## config.mk

```make
export PLATFORM = sky130hd
export DESIGN_NAME = adc_capture_top
export DESIGN_NICKNAME = d
export VERILOG_FILES = /design/src/source/adc_capture_pkg.sv /design/src/source/test_pkt_gen.sv /design/src/source/adc_data_sel.sv /design/src/source/chan_serializer.sv /design/src/source/adc_capture_top.sv
export SDC_FILE = /design/constraint.sdc
export NUM_CORES = 2
export LEC_CHECK = 0
export ABC_CLOCK_PERIOD_IN_PS = 89200
export BUFFER_PORTS_ARGS = -buffer_cell sky130_fd_sc_hd__buf_4
export CAP_MARGIN = 20
export CELL_PAD_IN_SITES_DETAIL_PLACEMENT = 1
export CELL_PAD_IN_SITES_GLOBAL_PLACEMENT = 1
export CORE_MARGIN = 4
export CORE_UTILIZATION = 30
export CTS_BUF_LIST = sky130_fd_sc_hd__clkbuf_16
export DETAILED_ROUTE_END_ITERATION = 12
export GPL_TIMING_DRIVEN = 0
export PLACE_DENSITY = 0.48
export SLEW_MARGIN = 20
export SYNTH_ARGS = -nofsm -noshare
export SYNTH_HDL_FRONTEND = slang
export SYNTH_SLANG_ARGS = --single-unit
```

## constraint.sdc

```tcl
create_clock -name clk -period 89.2 [get_ports clk]
set_clock_uncertainty 0.1 [all_clocks]
set_input_delay 8.92 -clock clk [delete_from_list [all_inputs] [get_ports clk]]
set_output_delay 8.92 -clock clk [all_outputs]
set_load 0.05 [all_outputs]
```

## src/source/adc_capture_pkg.sv

```systemverilog
`default_nettype none

package adc_capture_pkg;

    // Width of one converter sample.
    localparam int ADC_W = 36;

    // Channels delivered per sample period.
    localparam int NUM_CH = 24;

    // Field widths of a test-pattern word, upper to lower.
    localparam int FCNT_W = 16;
    localparam int CHAN_W = 8;
    localparam int TAG_W = 12;

    // Marker in the low bits of every self-mode word.
    localparam logic [TAG_W-1:0] PATTERN_TAG = 12'h5A3;

    typedef logic [ADC_W-1:0] adc_word_t;

    // One full sample period, channel 0 in the lowest slot.
    typedef adc_word_t [NUM_CH-1:0] sample_set_t;

    // One word on the outgoing link.
    typedef struct packed {
        logic              sof;
        logic [CHAN_W-1:0] chan;
        adc_word_t         data;
    } stream_word_t;

endpackage

`default_nettype wire

```

## src/source/test_pkt_gen.sv

```systemverilog
`timescale 1ns/1ns
`default_nettype none

module test_pkt_gen #(
    parameter int NUM_CH = adc_capture_pkg::NUM_CH
) (
    input  wire                          clk,
    input  wire                          rst,
    input  wire                          sample_valid,
    output adc_capture_pkg::sample_set_t gen_data,
    output logic                         gen_valid
);

    import adc_capture_pkg::*;

    // Count of sample periods since reset, wraps silently.
    logic [FCNT_W-1:0] frame_cnt;

    // Builds the self-mode word of one channel.
    function automatic adc_word_t pattern_word(
        input logic [FCNT_W-1:0] cnt,
        input int                ch
    );
        adc_word_t word;
        word = {cnt, CHAN_W'(ch), PATTERN_TAG};
        return word;
    endfunction

    always_ff @(posedge clk) begin
        if (rst) begin
            frame_cnt <= '0;
            gen_valid <= 1'b0;
        end else begin
            gen_valid <= sample_valid;
            if (sample_valid) begin
                frame_cnt <= frame_cnt + 1'b1;
            end
        end
    end

    // The set carries the count as it stood at the strobe, so the first
    // frame after reset shows zero.
    always_ff @(posedge clk) begin
        if (sample_valid) begin
            for (int ch = 0; ch < NUM_CH; ch++) begin
                gen_data[ch] <= pattern_word(frame_cnt, ch);
            end
        end
    end

endmodule

`default_nettype wire

```

## src/source/adc_data_sel.sv

```systemverilog
`timescale 1ns/1ns
`default_nettype none

module adc_data_sel #(
    parameter int NUM_CH = adc_capture_pkg::NUM_CH
) (
    input  wire                               clk,
    input  wire                               rst,
    input  wire                               sample_valid,
    input  wire                               rf_self_mode,
    input  wire adc_capture_pkg::sample_set_t ana_adc_data,
    input  wire adc_capture_pkg::sample_set_t gen_data,
    input  wire                               gen_valid,
    output adc_capture_pkg::sample_set_t      sel_data,
    output logic                              sel_valid
);

    import adc_capture_pkg::*;

    logic        self_mode_q;
    sample_set_t ana_q;

    // Mode and analog set are captured on the same strobe that starts the
    // generator, so the choice below always concerns one sample period.
    always_ff @(posedge clk) begin
        if (rst) begin
            self_mode_q <= 1'b0;
        end else if (sample_valid) begin
            self_mode_q <= rf_self_mode;
        end
    end

    always_ff @(posedge clk) begin
        if (sample_valid) begin
            ana_q <= ana_adc_data;
        end
    end

    always_ff @(posedge clk) begin
        if (rst) begin
            sel_valid <= 1'b0;
        end else begin
            sel_valid <= gen_valid;
        end
    end

    always_ff @(posedge clk) begin
        if (gen_valid) begin
            for (int ch = 0; ch < NUM_CH; ch++) begin
                sel_data[ch] <= self_mode_q ? gen_data[ch] : ana_q[ch];
            end
        end
    end

    // The generator must answer every strobe on the very next cycle.
    a_gen_after_strobe: assert property (@(posedge clk) disable iff (rst)
        sample_valid |=> gen_valid);
    a_gen_needs_strobe: assert property (@(posedge clk) disable iff (rst)
        gen_valid |-> $past(sample_valid));

endmodule

`default_nettype wire

```

## src/source/chan_serializer.sv

```systemverilog
`timescale 1ns/1ns
`default_nettype none

module chan_serializer #(
    parameter int NUM_CH = adc_capture_pkg::NUM_CH,
    parameter int CREDITS = 4
) (
    input  wire                               clk,
    input  wire                               rst,
    input  wire adc_capture_pkg::sample_set_t sel_data,
    input  wire                               sel_valid,
    input  wire                               credit_return,
    output logic                              out_valid,
    output adc_capture_pkg::stream_word_t     out_word,
    output logic                              overrun
);

    import adc_capture_pkg::*;

    localparam int CNT_W = $clog2(CREDITS + 1);
    localparam logic [CHAN_W-1:0] LAST_CH = CHAN_W'(NUM_CH - 1);
    localparam logic [CNT_W-1:0] FULL_CREDIT = CNT_W'(CREDITS);

    sample_set_t       frame_buf;
    logic [CHAN_W-1:0] chan_idx;
    logic              busy;
    logic [CNT_W-1:0]  credit_cnt;
    logic              accept;
    logic              last_word;

    // A new set is taken only between frames.
    assign accept = sel_valid && !busy;

    assign out_valid = busy && (credit_cnt != '0);
    assign last_word = out_valid && (chan_idx == LAST_CH);

    // The word follows the channel index, so it holds while credit is out.
    assign out_word.sof = (chan_idx == '0);
    assign out_word.chan = chan_idx;
    assign out_word.data = frame_buf[chan_idx];

    always_ff @(posedge clk) begin
        if (accept) begin
            frame_buf <= sel_data;
        end
    end

    always_ff @(posedge clk) begin
        if (rst) begin
            busy <= 1'b0;
            chan_idx <= '0;
        end else begin
            if (accept) begin
                busy <= 1'b1;
            end else if (last_word) begin
                busy <= 1'b0;
            end

            if (last_word) begin
                chan_idx <= '0;
            end else if (out_valid) begin
                chan_idx <= chan_idx + 1'b1;
            end
        end
    end

    // Sticky until reset. A set arriving during the last word is dropped too.
    always_ff @(posedge clk) begin
        if (rst) begin
            overrun <= 1'b0;
        end else if (sel_valid && busy) begin
            overrun <= 1'b1;
        end
    end

    // One credit is spent per word sent and one comes back per return pulse.
    always_ff @(posedge clk) begin
        if (rst) begin
            credit_cnt <= FULL_CREDIT;
        end else begin
            case ({out_valid, credit_return})
                2'b10:   credit_cnt <= credit_cnt - 1'b1;
                2'b01:   credit_cnt <= credit_cnt + 1'b1;
                default: credit_cnt <= credit_cnt;
            endcase
        end
    end

    a_credit_bound: assert property (@(posedge clk) disable iff (rst)
        credit_cnt <= FULL_CREDIT);

    // The receiver must not return credit for a word it never got.
    a_return_owed: assert property (@(posedge clk) disable iff (rst)
        credit_return |-> (credit_cnt < FULL_CREDIT) || out_valid);

    // Once dry, nothing goes out until a credit has come back.
    a_no_send_dry: assert property (@(posedge clk) disable iff (rst)
        (credit_cnt == '0 && !credit_return) |=> !out_valid);

endmodule

`default_nettype wire

```

## src/source/adc_capture_top.sv

```systemverilog
`timescale 1ns/1ns
`default_nettype none

module adc_capture_top #(
    parameter int NUM_CH = adc_capture_pkg::NUM_CH,
    parameter int CREDITS = 4
) (
    input  wire                               clk,
    input  wire                               rst,
    input  wire                               rf_self_mode,
    input  wire                               sample_valid,
    input  wire adc_capture_pkg::sample_set_t ana_adc_data,
    input  wire                               credit_return,
    output logic                              out_valid,
    output adc_capture_pkg::stream_word_t     out_word,
    output logic                              overrun
);

    import adc_capture_pkg::*;

    sample_set_t gen_data;
    logic        gen_valid;
    sample_set_t sel_data;
    logic        sel_valid;

    test_pkt_gen #(
        .NUM_CH(NUM_CH)
    ) u_test_pkt_gen (
        .clk          (clk),
        .rst          (rst),
        .sample_valid (sample_valid),
        .gen_data     (gen_data),
        .gen_valid    (gen_valid)
    );

    // Analog words are held inside the selector for one cycle to meet the
    // generated set.
    adc_data_sel #(
        .NUM_CH(NUM_CH)
    ) u_adc_data_sel (
        .clk          (clk),
        .rst          (rst),
        .sample_valid (sample_valid),
        .rf_self_mode (rf_self_mode),
        .ana_adc_data (ana_adc_data),
        .gen_data     (gen_data),
        .gen_valid    (gen_valid),
        .sel_data     (sel_data),
        .sel_valid    (sel_valid)
    );

    chan_serializer #(
        .NUM_CH  (NUM_CH),
        .CREDITS (CREDITS)
    ) u_chan_serializer (
        .clk           (clk),
        .rst           (rst),
        .sel_data      (sel_data),
        .sel_valid     (sel_valid),
        .credit_return (credit_return),
        .out_valid     (out_valid),
        .out_word      (out_word),
        .overrun       (overrun)
    );

endmodule

`default_nettype wire

```

==> results.md <==
* Status: complete, no violations
* Hold Crit Class: flop to flop
* Number of DRC markers in iteration 0 at 4330
* Core area at 312000 um^2
* Kind of critical path: flop to output port
* Full die area at 322000 um^2
* HPWL after DPL at around 240000 um
* Grt ovf at 0
* Crit Path Max Fanout at 10
* # rows at 205
* Htree depth at 5
* Nets at 7133
* Psw at 631 uW
* Cell count after synthesis at 4953
* Crit end category: output port
* Cts bufs inserted at 302
* Max Cap Violations at 0
* Switching Share at 22.3%
* Main flop type after synthesis: edfxtp_1
* Gr busiest metal: met2
* Post-synth ARST share at 0%
* Clk Latency, worst-skew pair at 0.90 ns
* Initial Util at 30.1%
* Relative slew slack at 16.4%
* Synth warnings at 0
* Vias at roughly 49000
* Reg power frac at 51.8%
* Yosys cell types at 48
* Register area share after synthesis at 84.1%
* Power per cell area at roughly 24 nW/um^2
* Area Growth Syn to Fin at 25.4%
* Design area at about 120000 um^2
* Worst slew pin tran at roughly 1.3 ns
* Final min period at 13.96 ns
* Cts repair resizes at 0
* Met3 Resource Use GR at 3.29%
* Setup tns final at 0 ns
* Largest net degree at the start of global routing at about 140
* Utilization after layout at 37.8%
* Max Clk Rate at 71.6 MHz
* Fin. max-slew vios at 0
* Fillers at 30800
* Initial antenna violation count at 89
* Commonest non-fill, non-tap cell in the layout: edfxtp_1
* Vias in the first global route at 51600
* EDFF count, synth at about 2600
* CP Launch Type: flop
* Vias per std cell at 4.62
* Final setup viols at 0
* RSZ-0062 raised after global routing: false
* WP data arrival at 4.94 ns
* Post-Synthesis Mean Instance Area at 19.0 um^2
* Routed wire length at 326000 um
* Gpl congestion at 0.798
* Fraction of layout cells with a size suffix above 1 at 27.9%
* Clock Power Share at about 43%
* First-pass GRT wire length at 433000 um
* Final WS setup at 75.24 ns
* Met1 Track Usage GR at 26.5%
* Combinational power share at 5.4%
* Met2 Use GR at 33.2%
* Fin crit share at 15.7%
* Syn Nets at 5827
* DRC viols at 0
* Die W at about 570 um
* Num Clock Sinks at 2640
* Root Driver: clkbuf_16
* Die height at 567 um
* Most frequent cells in the layout: edfxtp_1, buf_4, inv_1
* Seq cells post-synth at 2640
* Post-CTS Setup Bufs at 0
* Avg WL per Cell at ~31 um
* Worst path required time at 80.18 ns
* Worst-path clk slew at 0.06 ns
* Bufs on Longest Clock Path at 4
* I/O pins at ~920
* Final hold viol count at 0
* GRT Overall Usage at 19.7%
* Post-Syn Area at about 94000 um^2
* Antenna viol nets, final at 0
* Initial DRT Pass Iterations at 5
* Number of port buffers at 914
* Place WS at 75.88 ns
* Placed inst area at approximately 110000 um^2
* LEAKAGE at around 42 nW
* Worst VDD drop at 0.0187 mV
* Internal power at 2.20 mW
* Hold Buf Count CTS at 0
* CTS tree: yes
==> cells by family after synthesis <==
logic type | count (synthesis) | synth area share [%]
AOI/OAI and AO/OA | 609 | 3.68
xor gates and xnor gates | 18 | 0.168
adders and majority gates | 5 | 0.0746
buffers and inverters | 631 | 2.83
DFF | 2640 | 84.1
muxes | 361 | 4.88
and+or+nand+nor | 689 | 4.27
==> final timing paths <==
path | start | endpoint | slack, ns | cells after the start
max | u_chan_serializer.chan_idx[2]$_SDFFE_PP0P_ | out_word[22] | 75.24 | 7
min | u_adc_data_sel.sel_data[822]$_DFFE_PP_ | u_chan_serializer.frame_buf[822]$_DFFE_PP_ | 0.29 | 0
max reg2reg | u_adc_data_sel.self_mode_q$_SDFFE_PP0P_ | u_adc_data_sel.sel_data[411]$_SDFFCE_PP1P_ | 85.94 | 6
min reg2reg | u_adc_data_sel.sel_data[822]$_DFFE_PP_ | u_chan_serializer.frame_buf[822]$_DFFE_PP_ | 0.29 | 0
==> cell usage after synthesis, types with 2 or more instances <==
cell / count / area (um^2)
mux4_1: 5 / 131
or2_2: 196 / 1230
dfxtp_1: 32 / 641
nor4_1: 39 / 244
and4_1: 2 / 17.5
clkbuf_1: 162 / 608
inv_1: 389 / 1460
nand4_1: 8 / 50.1
o21ai_0: 419 / 2100
nor2b_1: 291 / 1820
xor2_1: 12 / 105
mux4_2: 71 / 1600
xnor2_1: 6 / 52.6
and2_1: 2 / 12.5
a22oi_1: 35 / 263
buf_4: 25 / 188
nand2_1: 24 / 90.1
nand3b_1: 2 / 15.0
nor3_1: 3 / 15.0
or3_1: 4 / 25.0
edfxtp_1: 2608 / 78300
buf_2: 39 / 195
buf_12: 4 / 80.1
o22ai_1: 35 / 219
buf_6: 10 / 113
nor2_1: 101 / 379
o21ai_1: 39 / 195
and3_1: 4 / 25.0
a21oi_1: 7 / 35.0
ha_1: 4 / 50.1
nand3_1: 6 / 30.0
mux2i_1: 284 / 2840
a221oi_1: 70 / 613
==> power by group through the flow <==
stage	clock, mW	sequential (mW)	combinational [mW]
after floorplan	0	1.52	0.0523
after detailed placement	0	1.49	0.159
final	1.21	1.47	0.154
after global placement	0	1.56	0.140
after CTS	1.25	1.47	0.159
after global routing	1.30	1.47	0.167
==> routing by layer <==
metal	routed length, um	part of all wire (%)
met5	105	0.032
met4	8420	2.6
met3	18700	5.7
met2	160000	49
met1	139000	43
==> final cells by class <==
cell class	count	area, um^2	share of cell area [%]
flip-flops and latches	2640	79000	67.0
multi-input cells	1682	12400	10.5
repair buffers	1002	8840	7.51
clock buffers	303	7580	6.44
well taps	4140	5180	4.40
clock inverters	229	2060	1.75
inverters	389	1460	1.24
plain buffers	242	1230	1.04
diodes	25	62.6	0.0531
==> flip-flops by register name (all words and copies together) (netlist names), 3 cells and up <==
signal and count:
u_adc_data_sel.ana_q 864, u_adc_data_sel.sel_data 864, u_chan_serializer.frame_buf 864, u_test_pkt_gen.frame_cnt 16, u_test_pkt_gen.gen_data 16, u_chan_serializer.chan_idx 8
u_chan_serializer.credit_cnt 3
==> through the flow <==
step	power (mW)	hold slack (ns)	instances
6_report	2.83	0.292	10700
5_1_grt	2.94	0.303	10600
4_1_cts	2.88	0.287	10600
3_5_place_dp	1.65	0.305	10100
3_3_place_gp	1.70	0.301	10000
2_1_floorplan	1.57	0.300	4953
==> critical path, cell delays in order (launching register included) <==
cell	delay (ns)
dfxtp_1	0.43
buf_2	0.26
nand3_1	0.65
clkbuf_1	0.91
o22ai_1	0.22
nor4_1	0.69
a22oi_1	0.47
buf_4	0.36
(Power assumes the default switching activity.)
